### src/common/mem_defines.svh
`ifndef MEM_DEFINES_SVH
`define MEM_DEFINES_SVH

// bus widths
`define DATA_W 32
`define ADDR_W 32
`define STRB_W (`DATA_W / 8)

// mapped words, indexes at or above are unmapped
`define RAM_WORDS 64

// access cycles counted by the RAM before PREADY
`define RAM_WAIT 2

// access cycles before abort, keep well above RAM_WAIT
`define APB_TIMEOUT 8

`endif
### src/common/apb_pkg.sv
`include "mem_defines.svh"

package apb_pkg;

    typedef struct packed {
        logic                psel;
        logic                penable;
        logic                pwrite;
        logic [`ADDR_W-1:0]  paddr;
        logic [`DATA_W-1:0]  pwdata;
        logic [`STRB_W-1:0]  pstrb;
    } apb_req_t;

    typedef struct packed {
        logic                pready;
        logic [`DATA_W-1:0]  prdata;
    } apb_rsp_t;

    // one APB transfer per request
    typedef enum logic [1:0] {
        IDLE,
        SETUP,
        ACCESS,
        DONE
    } ctrl_state_e;

endpackage

### src/common/mem_pkg.sv
`include "mem_defines.svh"

package mem_pkg;

    typedef enum logic [3:0] {
        LD_B,
        LD_BU,
        LD_H,
        LD_HU,
        LD_W,
        ST_B,
        ST_H,
        ST_W,
        LL,
        SC,
        NOP
    } mem_op_e;

    // ALE for misaligned half/word, BUSERR for a bus timeout
    typedef enum logic [1:0] {
        NONE,
        ALE,
        BUSERR
    } mem_excp_e;

    typedef struct packed {
        mem_op_e             op;
        logic [`ADDR_W-1:0]  addr;
        logic [`DATA_W-1:0]  wdata;
        logic [4:0]          rd;
        logic                we;
    } mem_req_t;

    typedef struct packed {
        logic                we;
        logic [4:0]          rd;
        logic [`DATA_W-1:0]  wdata;
        mem_excp_e           excp;
    } mem_resp_t;

endpackage

### src/rtl/mem_unit_top.sv
`include "mem_defines.svh"

module mem_unit_top (
    input  logic                clk,
    input  logic                rst_i,
    input  logic                req_valid_i,
    output logic                req_ready_o,
    input  mem_pkg::mem_req_t   req_i,
    output logic                resp_valid_o,
    input  logic                resp_ready_i,
    output mem_pkg::mem_resp_t  resp_o
);
    import mem_pkg::*;
    import apb_pkg::*;

    mem_req_t            cur_req;
    mem_resp_t           fmt_resp;
    mem_excp_e           excp;
    apb_req_t            apb_req;
    apb_rsp_t            apb_rsp;
    logic                need_bus;
    logic                bus_write;
    logic [`STRB_W-1:0]  bus_strb;
    logic [`DATA_W-1:0]  bus_wdata;
    logic [`DATA_W-1:0]  rdata;
    logic                commit;
    logic                tmr_run;
    logic                tmr_expired;

    mem_ctrl u_ctrl (
        .clk           (clk),
        .rst_i         (rst_i),
        .req_valid_i   (req_valid_i),
        .req_ready_o   (req_ready_o),
        .req_i         (req_i),
        .resp_valid_o  (resp_valid_o),
        .resp_ready_i  (resp_ready_i),
        .resp_o        (resp_o),
        .cur_req_o     (cur_req),
        .need_bus_i    (need_bus),
        .bus_write_i   (bus_write),
        .bus_strb_i    (bus_strb),
        .bus_wdata_i   (bus_wdata),
        .excp_i        (excp),
        .fmt_resp_i    (fmt_resp),
        .rdata_o       (rdata),
        .commit_o      (commit),
        .apb_o         (apb_req),
        .apb_i         (apb_rsp),
        .tmr_run_o     (tmr_run),
        .tmr_expired_i (tmr_expired)
    );

    wait_timer u_timer (
        .clk       (clk),
        .rst_i     (rst_i),
        .run_i     (tmr_run),
        .expired_o (tmr_expired)
    );

    mem_align u_align (
        .clk         (clk),
        .rst_i       (rst_i),
        .req_i       (cur_req),
        .rdata_i     (rdata),
        .commit_i    (commit),
        .need_bus_o  (need_bus),
        .bus_write_o (bus_write),
        .bus_strb_o  (bus_strb),
        .bus_wdata_o (bus_wdata),
        .excp_o      (excp),
        .resp_o      (fmt_resp)
    );

    apb_ram u_ram (
        .clk   (clk),
        .rst_i (rst_i),
        .apb_i (apb_req),
        .apb_o (apb_rsp)
    );

endmodule

### src/rtl/apb_ram.sv
`include "mem_defines.svh"

module apb_ram (
    input  logic               clk,
    input  logic               rst_i,
    input  apb_pkg::apb_req_t  apb_i,
    output apb_pkg::apb_rsp_t  apb_o
);
    localparam int IDX_W  = $clog2(`RAM_WORDS);
    localparam int WAIT_W = $clog2(`RAM_WAIT + 1) + 1;

    logic [`DATA_W-1:0]  mem_q [`RAM_WORDS];
    logic [`ADDR_W-3:0]  word_idx;
    logic                mapped;
    logic                access;
    logic [WAIT_W-1:0]   wait_q;
    logic                pready_q;
    logic [`DATA_W-1:0]  prdata_q;

    assign word_idx = apb_i.paddr[`ADDR_W-1:2];
    assign mapped   = (word_idx < `RAM_WORDS);
    // unmapped words never see an access
    assign access   = apb_i.psel && apb_i.penable && mapped;

    // pready is registered, so it is raised at the end of the last wait cycle
    always_ff @(posedge clk) begin
        if (rst_i || !access || pready_q) begin
            wait_q   <= '0;
            pready_q <= 1'b0;
        end else if (wait_q == WAIT_W'(`RAM_WAIT - 1)) begin
            pready_q <= 1'b1;
        end else begin
            wait_q <= wait_q + 1'b1;
        end
    end

    always_ff @(posedge clk) begin
        if (access && !pready_q) begin
            prdata_q <= mem_q[word_idx[IDX_W-1:0]];
        end
        if (access && pready_q && apb_i.pwrite) begin
            for (int i = 0; i < `STRB_W; i++) begin
                if (apb_i.pstrb[i]) begin
                    mem_q[word_idx[IDX_W-1:0]][8*i +: 8] <= apb_i.pwdata[8*i +: 8];
                end
            end
        end
    end

    assign apb_o.pready = pready_q;
    assign apb_o.prdata = prdata_q;

endmodule

### src/rtl/wait_timer.sv
`include "mem_defines.svh"

module wait_timer (
    input  logic clk,
    input  logic rst_i,
    input  logic run_i,
    output logic expired_o
);
    localparam int CNT_W = $clog2(`APB_TIMEOUT);

    logic [CNT_W-1:0] cnt_q;

    // counts finished access cycles, saturates until run drops
    always_ff @(posedge clk) begin
        if (rst_i || !run_i) begin
            cnt_q <= '0;
        end else if (cnt_q != CNT_W'(`APB_TIMEOUT - 1)) begin
            cnt_q <= cnt_q + 1'b1;
        end
    end

    // the current access cycle is the last one allowed
    assign expired_o = (cnt_q == CNT_W'(`APB_TIMEOUT - 1));

    assert property (@(posedge clk) disable iff (rst_i)
        $rose(expired_o) |-> $past(run_i));

endmodule

### src/mem_stage/mem_ctrl.sv
`include "mem_defines.svh"

module mem_ctrl (
    input  logic                 clk,
    input  logic                 rst_i,
    input  logic                 req_valid_i,
    output logic                 req_ready_o,
    input  mem_pkg::mem_req_t    req_i,
    output logic                 resp_valid_o,
    input  logic                 resp_ready_i,
    output mem_pkg::mem_resp_t   resp_o,
    output mem_pkg::mem_req_t    cur_req_o,
    input  logic                 need_bus_i,
    input  logic                 bus_write_i,
    input  logic [`STRB_W-1:0]   bus_strb_i,
    input  logic [`DATA_W-1:0]   bus_wdata_i,
    input  mem_pkg::mem_excp_e   excp_i,
    input  mem_pkg::mem_resp_t   fmt_resp_i,
    output logic [`DATA_W-1:0]   rdata_o,
    output logic                 commit_o,
    output apb_pkg::apb_req_t    apb_o,
    input  apb_pkg::apb_rsp_t    apb_i,
    output logic                 tmr_run_o,
    input  logic                 tmr_expired_i
);
    import mem_pkg::*;
    import apb_pkg::*;

    ctrl_state_e  state_q;
    ctrl_state_e  state_d;
    mem_req_t     req_q;
    mem_resp_t    resp_q;
    mem_resp_t    resp_d;
    logic         ready_q;
    logic         accept;
    logic         xfer_done;
    logic         timed_out;

    assign accept    = req_valid_i && ready_q;
    assign xfer_done = (state_q == ACCESS) && (apb_i.pready || tmr_expired_i);
    assign timed_out = (state_q == ACCESS) && !apb_i.pready && tmr_expired_i;

    // the incoming request is decoded while still in IDLE
    assign cur_req_o = (state_q == IDLE) ? req_i : req_q;
    assign commit_o  = (accept && !need_bus_i) || xfer_done;

    always_comb begin
        state_d = state_q;
        case (state_q)
            IDLE: begin
                if (accept) begin
                    state_d = need_bus_i ? SETUP : DONE;
                end
            end
            SETUP: begin
                state_d = ACCESS;
            end
            ACCESS: begin
                if (xfer_done) begin
                    state_d = DONE;
                end
            end
            DONE: begin
                if (resp_ready_i) begin
                    state_d = IDLE;
                end
            end
        endcase
    end

    always_comb begin
        resp_d      = fmt_resp_i;
        resp_d.excp = excp_i;
        if (timed_out) begin
            resp_d.excp  = BUSERR;
            resp_d.we    = 1'b0;
            resp_d.wdata = '0;
        end
    end

    always_ff @(posedge clk) begin
        if (rst_i) begin
            state_q <= IDLE;
            ready_q <= 1'b0;
        end else begin
            state_q <= state_d;
            ready_q <= (state_d == IDLE);
        end
    end

    always_ff @(posedge clk) begin
        if (accept) begin
            req_q <= req_i;
        end
        if (commit_o) begin
            resp_q <= resp_d;
        end
    end

    assign apb_o.psel    = (state_q == SETUP) || (state_q == ACCESS);
    assign apb_o.penable = (state_q == ACCESS);
    assign apb_o.pwrite  = bus_write_i;
    assign apb_o.paddr   = req_q.addr;
    assign apb_o.pwdata  = bus_wdata_i;
    assign apb_o.pstrb   = bus_strb_i;

    assign rdata_o      = (state_q == ACCESS) ? apb_i.prdata : '0;
    assign tmr_run_o    = (state_q == ACCESS);
    assign req_ready_o  = ready_q;
    assign resp_valid_o = (state_q == DONE);
    assign resp_o       = resp_q;

    // access phase always follows a one-cycle setup phase
    assert property (@(posedge clk) disable iff (rst_i)
        $rose(apb_o.penable) |-> apb_o.psel && $past(apb_o.psel && !apb_o.penable));

    assert property (@(posedge clk) disable iff (rst_i)
        resp_valid_o && !resp_ready_i |=> resp_valid_o && $stable(resp_o));

endmodule

### src/mem_stage/mem_align.sv
`include "mem_defines.svh"

module mem_align (
    input  logic                 clk,
    input  logic                 rst_i,
    input  mem_pkg::mem_req_t    req_i,
    input  logic [`DATA_W-1:0]   rdata_i,
    input  logic                 commit_i,
    output logic                 need_bus_o,
    output logic                 bus_write_o,
    output logic [`STRB_W-1:0]   bus_strb_o,
    output logic [`DATA_W-1:0]   bus_wdata_o,
    output mem_pkg::mem_excp_e   excp_o,
    output mem_pkg::mem_resp_t   resp_o
);
    import mem_pkg::*;

    logic [1:0]          ofs;
    logic [`STRB_W-1:0]  byte_strb;
    logic [`STRB_W-1:0]  half_strb;
    logic [7:0]          rd_byte;
    logic [15:0]         rd_half;
    logic                half_mis;
    logic                word_mis;
    logic                ll_q;

    // byte 0 sits in the most significant lane
    assign ofs       = req_i.addr[1:0];
    assign byte_strb = 4'b1000 >> ofs;
    assign half_strb = ofs[1] ? 4'b0011 : 4'b1100;
    assign rd_byte   = rdata_i[8 * (3 - ofs) +: 8];
    assign rd_half   = ofs[1] ? rdata_i[15:0] : rdata_i[31:16];
    assign half_mis  = ofs[0];
    assign word_mis  = (ofs != 2'b00);

    always_comb begin
        need_bus_o   = 1'b0;
        bus_write_o  = 1'b0;
        bus_strb_o   = '0;
        bus_wdata_o  = '0;
        excp_o       = NONE;
        resp_o.we    = 1'b0;
        resp_o.rd    = req_i.rd;
        resp_o.wdata = '0;
        case (req_i.op)
            LD_B, LD_BU: begin
                need_bus_o   = 1'b1;
                bus_strb_o   = byte_strb;
                resp_o.we    = req_i.we;
                resp_o.wdata = (req_i.op == LD_B) ? {{24{rd_byte[7]}}, rd_byte}
                                                  : {24'b0, rd_byte};
            end
            LD_H, LD_HU: begin
                if (half_mis) begin
                    excp_o = ALE;
                end else begin
                    need_bus_o   = 1'b1;
                    bus_strb_o   = half_strb;
                    resp_o.we    = req_i.we;
                    resp_o.wdata = (req_i.op == LD_H) ? {{16{rd_half[15]}}, rd_half}
                                                      : {16'b0, rd_half};
                end
            end
            LD_W, LL: begin
                if (word_mis) begin
                    excp_o = ALE;
                end else begin
                    need_bus_o   = 1'b1;
                    bus_strb_o   = '1;
                    // LL only reserves, the register is left alone
                    resp_o.we    = req_i.we && (req_i.op == LD_W);
                    resp_o.wdata = rdata_i;
                end
            end
            ST_B: begin
                need_bus_o  = 1'b1;
                bus_write_o = 1'b1;
                bus_strb_o  = byte_strb;
                bus_wdata_o = {4{req_i.wdata[7:0]}};
            end
            ST_H: begin
                if (half_mis) begin
                    excp_o = ALE;
                end else begin
                    need_bus_o  = 1'b1;
                    bus_write_o = 1'b1;
                    bus_strb_o  = half_strb;
                    bus_wdata_o = {2{req_i.wdata[15:0]}};
                end
            end
            ST_W: begin
                if (word_mis) begin
                    excp_o = ALE;
                end else begin
                    need_bus_o  = 1'b1;
                    bus_write_o = 1'b1;
                    bus_strb_o  = '1;
                    bus_wdata_o = req_i.wdata;
                end
            end
            SC: begin
                if (word_mis) begin
                    excp_o = ALE;
                end else if (ll_q) begin
                    need_bus_o   = 1'b1;
                    bus_write_o  = 1'b1;
                    bus_strb_o   = '1;
                    bus_wdata_o  = req_i.wdata;
                    resp_o.we    = req_i.we;
                    resp_o.wdata = 32'd1;
                end else begin
                    // lost reservation, no bus access
                    resp_o.we    = req_i.we;
                    resp_o.wdata = 32'd0;
                end
            end
            default: begin
            end
        endcase
        resp_o.excp = excp_o;
    end

    // LL bit, only touched on commit
    always_ff @(posedge clk) begin
        if (rst_i) begin
            ll_q <= 1'b0;
        end else if (commit_i && excp_o == NONE) begin
            if (req_i.op == LL) begin
                ll_q <= 1'b1;
            end else if (req_i.op == SC && need_bus_o) begin
                ll_q <= 1'b0;
            end
        end
    end

endmodule

### config.mk
export PLATFORM = sky130hd
export DESIGN_NAME = mem_unit_top
export DESIGN_NICKNAME = d
export VERILOG_FILES = /design/src/common/apb_pkg.sv /design/src/common/mem_pkg.sv /design/src/rtl/mem_unit_top.sv /design/src/rtl/apb_ram.sv /design/src/rtl/wait_timer.sv /design/src/mem_stage/mem_ctrl.sv /design/src/mem_stage/mem_align.sv
export VERILOG_INCLUDE_DIRS = /design/src /design/src/common
export SDC_FILE = /design/constraint.sdc
export NUM_CORES = 2
export LEC_CHECK = 0
export BUFFER_PORTS_ARGS = -buffer_cell sky130_fd_sc_hd__buf_2
export CELL_PAD_IN_SITES_DETAIL_PLACEMENT = 1
export CELL_PAD_IN_SITES_GLOBAL_PLACEMENT = 2
export CORE_MARGIN = 2
export CORE_UTILIZATION = 48
export CTS_CLUSTER_SIZE = 14
export DETAILED_ROUTE_END_ITERATION = 10
export PLACE_DENSITY = 0.78
export SLEW_MARGIN = 25
export SYNTH_ARGS = -nofsm -noshare
export SYNTH_HDL_FRONTEND = slang
export SYNTH_SLANG_ARGS = --single-unit
### constraint.sdc
create_clock -name clk -period 6.7 [get_ports clk]
set_input_delay 0.335 -clock clk [delete_from_list [all_inputs] [get_ports clk]]
set_output_delay 0.335 -clock clk [all_outputs]
set_load 0.05 [all_outputs]
== Word level (Yosys, flattened, before mapping) ==
Memories as Yosys holds them, arrays and structs flattened. A register that Yosys moved wholly into a read port is not among the register bits.
Index checks and enable logic that the tools add are counted.
Word-level totals
  bits in registers: 125
  output and inout port bits: 42
  memories kept: 1
  bits of input ports: 78
  RAM bits: 2048
  logic and storage cells: 127
Memory list
  u_ram.mem_q: depth 64, width 32, read ports 1, clocked after Yosys merged registers in 1, write ports 1, line apb_ram.sv:12  | logic [`DATA_W-1:0] mem_q [`RAM_WORDS];
Cells by class
  shift operators: 2
  equality and inequality tests: 15
  mux-type cells: 53
  $lt $le $gt $ge: 1
  $add $sub $neg: 3
  reduce and logical (&&, ||, !) cells: 37
Operators with widths (count)
  2-to-1 mux 32 bit: 10
  one-hot mux 32 bit (4 select lines): 2
  2-to-1 mux 74 bit: 1
  indexed part select 32 x 33 -> 8 bit: 1
  less-than comparator 30 x 7 -> 1 bit, second input constant: 1
  2-to-1 mux 1 bit: 24
  2-to-1 mux 4 bit: 5
  equality test 4 x 3 -> 1 bit, second input constant: 4
  2-to-1 mux 16 bit: 1
  one-hot mux 4 bit (4 select lines): 1
  logical AND 1 bit: 13
  one-hot mux 1 bit (4 select lines): 3
  OR reduction 3 bit: 3
  equality test 4 x 2 -> 1 bit, second input constant: 2
  equality test 4 bit, second input constant: 2
  2-to-1 mux 2 bit: 4
  one-hot mux 2 bit (4 select lines): 1
  adder 3 x 1 -> 3 bit, second input constant: 2
  zero test 2 bit: 3
  logical OR 1 bit: 6
  OR reduction 2 bit: 3
  equality test 2 bit, second input constant: 2
  equality test 4 x 1 -> 1 bit, second input constant: 1
  zero test 1 bit: 4
  11 further kinds: 12

== Depth between registers and ports, before layout ==
  word-level depth: 10
  depth in mapped cells: 12
  gate-level depth less buffers: 6

== Modules after synthesis ==
A second synthesis with hierarchy kept.
Second synthesis, totals
  cells, all modules: 5164
  area total of the unflattened synthesis: 87158.6 um2
Modules (own cells, without submodules)
  apb_ram: times used 1, seq. area each 62540.0 um2, area an instance 80134.4 um2, cells an instance 4591
  mem_ctrl: times used 1, seq. area each 3483.3 um2, area an instance 5476.5 um2, cells an instance 365
  mem_align: times used 1, seq. area each 20.0 um2, area an instance 1403.8 um2, cells an instance 195
  wait_timer: times used 1, seq. area each 60.1 um2, area an instance 143.9 um2, cells an instance 13

== Least setup slack after synthesis ==
OpenSTA, ideal clock, no wires.
  kind: in2reg
  start: input req_i[73] in the netlist's numbering
  end: memory u_ram.mem_q[0][29] in the netlist's numbering (data pin)
  library setup time: 702 ps
  data arrival time: 4581 ps
  slack: 1418 ps
  stages: 7
  data required time: 5998 ps
  path buffers: 2
  cell sequence: or4b_2 > o21ai_2 > a221oi_1 > or2_2 > clkbuf_1 > clkbuf_1 > o21ai_0
RTL lines
  from (decl): line mem_unit_top.sv:8  | input mem_pkg::mem_req_t req_i,
  to (decl): line apb_ram.sv:12

== Worst setup path after layout ==
  start: register u_ctrl.state_q[0]
  end: memory u_ram.mem_q[24][2] in the netlist's numbering (enable)
On the way
  longest elaborated chain between the ends: 8
  elaborated cells between the ends (all ways): 36
  those cells by class: eq/ne (11); shift (1); mux (13); reduce/logical (11)
RTL lines
  from (decl): line mem_ctrl.sv:29  | ctrl_state_e state_q;
  from (signal assigned): line mem_ctrl.sv:86  | state_q <= state_d;
  zero test 2 bit (tied with other cells): line mem_ctrl.sv:44  | assign cur_req_o = (state_q == IDLE) ? req_i : req_q;
  2-to-1 mux 74 bit / logical OR 1 bit (equally long branches): line mem_ctrl.sv:44, mem_ctrl.sv:100
  equality test 4 x 3 -> 1 bit (tied with other cells): line mem_align.sv:45  | case (req_i.op)
  OR reduction 3 bit (no line) (tied with other cells)
  one-hot mux 4 bit (4 select lines) (tied with other cells): line mem_align.sv:45
  2-to-1 mux 1 bit / logical AND 1 bit (equally long branches): line apb_ram.sv:43, apb_ram.sv:41
  2-to-1 mux 1 bit (*): line apb_ram.sv:41  | if (access && pready_q && apb_i.pwrite) begin
  2-to-1 mux 1 bit (not written as such) (*): line apb_ram.sv:44  | mem_q[word_idx[IDX_W-1:0]][8*i +: 8] <= apb_i.pwdata[8*i +: 8];
Every way passes the cells marked *; elsewhere a longest branch is shown, timed or not.

==> summary.md <==
| Metric | Value |
|---|---|
| Status | `complete, no violations` |
| Ys flop type | `edfxtp_1` |
| Reg-to-reg slack, setup | `1600 ps` |
| CP endpoint kind | `flip-flop` |
| Core area | `179000 µm²` |
| Final ANT Viol Nets | `0` |
| Clk Tree Root Cell | `clkbuf_16` |
| Die width | `429 µm` |
| Min-delay worst type | `primary input to flip-flop` |
| GRT Overall Usage | `31.9%` |
| Commonest non-fill, non-tap cell in the layout | `edfxtp_1` |
| Cell Rows | `155` |
| Area leader, netlist | `edfxtp_1` |
| TritonCTS buffer count | `216` |
| IO Count | `120` |
| Largest net degree at the start of global routing | `113` |
| Die Area | `184000 µm²` |
| Layout cells sized above 1 | `21.8%` |
| Max VDD drop | `0.227 mV` |
| Die H | `429 µm` |
| Mean Syn Cell Area | `approximately 18 µm²` |
| Global route overflow | `0` |
| CTS tree | `built` |
| Kind of critical path | `flip-flop to flip-flop` |
| Seq/Total Area, Yosys | `76.3%` |
| Sum Neg Setup Slack | `0 ps` |
| Final Routed Wirelength | `295000 µm` |
| Pwr/cell area | `304 nW/µm²` |
| Max-cap violation count | `0` |
| Tmin final | `approximately 5100 ps` |
| DR pass1 iterations | `6` |
| Commonest non-fill, non-tap cells in the layout | `edfxtp_1 (2194), mux2i_1 (280), buf_4 (219)` |
| Post-Syn Nets | `5033` |
| Postcts setup bufs | `0` |
| Tightest Pin Transition | `1090 ps` |
| Clk Latency, worst-skew pair | `slightly below 900 ps` |
| Fin Clk Skew | `roughly 33 ps` |
| Clock slew seen by the registers of the worst setup and hold paths | `60 ps` |
| Yosys Warn Count | `0` |
| Multi-input gate area | `20200 µm²` |
| Via Count | `about 53000` |
| Worst Path Max Fanout | `23` |
| Post-synth EDFFs | `2194` |
| Syn Std Cell Area | `86600 µm²` |
| Drt drc | `0` |
| # H-tree levels | `4` |
| Clock Sink Count | `2205` |
| Post-synth top area share | `76.0%` |
| Slew HR | `around 25%` |
| WP data required | `7260 ps` |
| Via/cell ratio | `~6.8` |
| Unrepaired setup endpoints after global routing | `false` |
| CP Data Arrival Time | `5670 ps` |
| Fin area | `between 90000 and 100000 µm²` |
| Async SR Flop Fraction | `0%` |
| Detailed placement HPWL | `175000 µm` |
| CP startpoint kind | `flip-flop` |
| Routability cong. | `between 0.8 and 0.9` |
| Cells after Synth | `4951` |
| # port buffers | `119` |
| Synth cell types | `73` |
| Tcrit/Tclk final | `76.1%` |
| Final setup viols | `0` |
| Synth top area cells | `edfxtp_1 (76%), mux4_2 (4.0%), mux2i_1 (3.3%), a221oi_1 (2.1%), mux2_2 (2.0%)` |
| DRT iter0 DRCs | `7907` |
| DP Area | `between 90000 and 100000 µm²` |
| # fillers | `15889` |
| Wire per inst | `38.1 µm` |
| Vias in the first global route | `53274` |
| Nets@finish | `5309` |
| Final count of hold timing violations | `0` |
| Peak Freq | `a little under 200 MHz` |
| Initial antenna violation count | `17` |
| Starting density of the core | `between 40% and 50%` |
| Flops & latches, synth | `2205` |
| First-pass GRT wire length | `417000 µm` |
| Area Overhead vs Synth | `14.9%` |
| Slew Limit Fails | `0` |
| LEAKAGE | `between 30 and 40 nW` |
| FF/Latch Area | `66100 µm²` |
| Clk buf depth | `3` |
per-layer routing:
layer | GRT usage, % | up-vias | wire length, µm
met5 | 0 | - | 104
met4 | 14.0 | 16 | 14000
met3 | 7.06 | 688 | 31700
met2 | 49.9 | 3552 | 138000
met1 | 43.1 | 27603 | 112000
li1 | - | 20924 | -
final timing paths:
path / startpoint / end / cells after the start
worst max-delay path: u_ctrl.state_q[0] / u_ram.mem_q[24][2] / 9
worst max register to register: u_ctrl.state_q[0] / u_ram.mem_q[24][2] / 9
worst min register to register: u_ram.wait_q[1] / u_ram.wait_q[1] / 1
worst min-delay path: req_valid_i / u_ctrl.req_q[70] / 2
where the power goes:
group,switching (W),internal [W]
Clock,0.00529,0.00676
Combinational,0.00212,0.000722
Sequential,0.0000385,0.0154
Total,0.00745,0.0228
cell usage after synthesis (49+ instances only):
| library cell | n |
|---|---|
| mux2_2 | 154 |
| a22oi_1 | 139 |
| o22ai_1 | 109 |
| buf_1 | 49 |
| mux2i_1 | 282 |
| nor2_1 | 204 |
| a21oi_1 | 184 |
| mux4_2 | 153 |
| a221oi_1 | 212 |
| nor3_1 | 213 |
| o21ai_0 | 133 |
| clkbuf_1 | 206 |
| edfxtp_1 | 2194 |
| buf_2 | 116 |
| nand2_1 | 157 |
sequential cells by signal, summed over array words and instances, names as in the netlist:
register and flops:
u_ctrl.apb_o 32, u_timer.cnt_q 3, u_align.ll_q 1, u_ctrl.resp_o 40, u_ctrl.req_q 42, u_ctrl.state_q 2, u_ram.pready_q 1, u_ctrl.req_ready_o 1
u_ram.mem_q 2048, u_ram.prdata_q 32, u_ram.wait_q 3
what timing repair did:
| item | in CTS | in global routing |
|---|---|---|
| endpoints found under the hold margin | 91 | 0 |
| hold buffers | 76 | 0 |
| resized for setup | 0 | 0 |
| setup endpoints to repair | 0 | 0 |
kinds of logic (layout without fill, tap and decap cells):
kind of cell	count (synthesis)	count (layout)	share of synthesized area, %
AO/OA/AOI/OAI	1025	1025	8.45
multiplexers	589	589	9.24
buffers and inverters	381	835	1.82
AND/OR/NAND/NOR	740	740	4.07
adder cells (fa/ha/maj)	4	4	0.0578
XOR/XNOR	7	7	0.0708
other	0	2	0
flip-flops	2205	2205	76.3
critical path: stages (launching register included):
cell and delay, ps:
dfxtp_1 480, nor2_4 590, mux2i_1 440, a211oi_1 190, nor4b_4 880, buf_4 300, nand3_4 740, buf_4 560
nor3_1 340, buf_4 240
layout make-up:
cell class,instances,share of cell area (%)
antenna,2,0.00503
clock buffer,258,5.63
clock inverter,138,1.31
inverter,9,0.0452
multi-input combinational,2365,20.3
sequential,2205,66.4
tap,2355,2.96
timing repair buffer,430,3.34
through the flow:
step / std cells / hold WS (ps) / worst slack [ps] / utilization [%] / power [W]
after global routing: 7762 / 176 / 1400 / 55.7 / 0.0309
after CTS: 7759 / 119 / 1140 / 55.4 / 0.0303
after detailed placement: 7287 / 513 / 1300 / 51.1 / 0.0184
after floorplan: 4951 / 434 / 1420 / - / 0.0171
final: 7762 / 175 / 1600 / 55.7 / 0.0303
after global placement: 7286 / 498 / 1550 / 51.0 / 0.0183
Note: power is estimated with default switching activity, not from simulation.
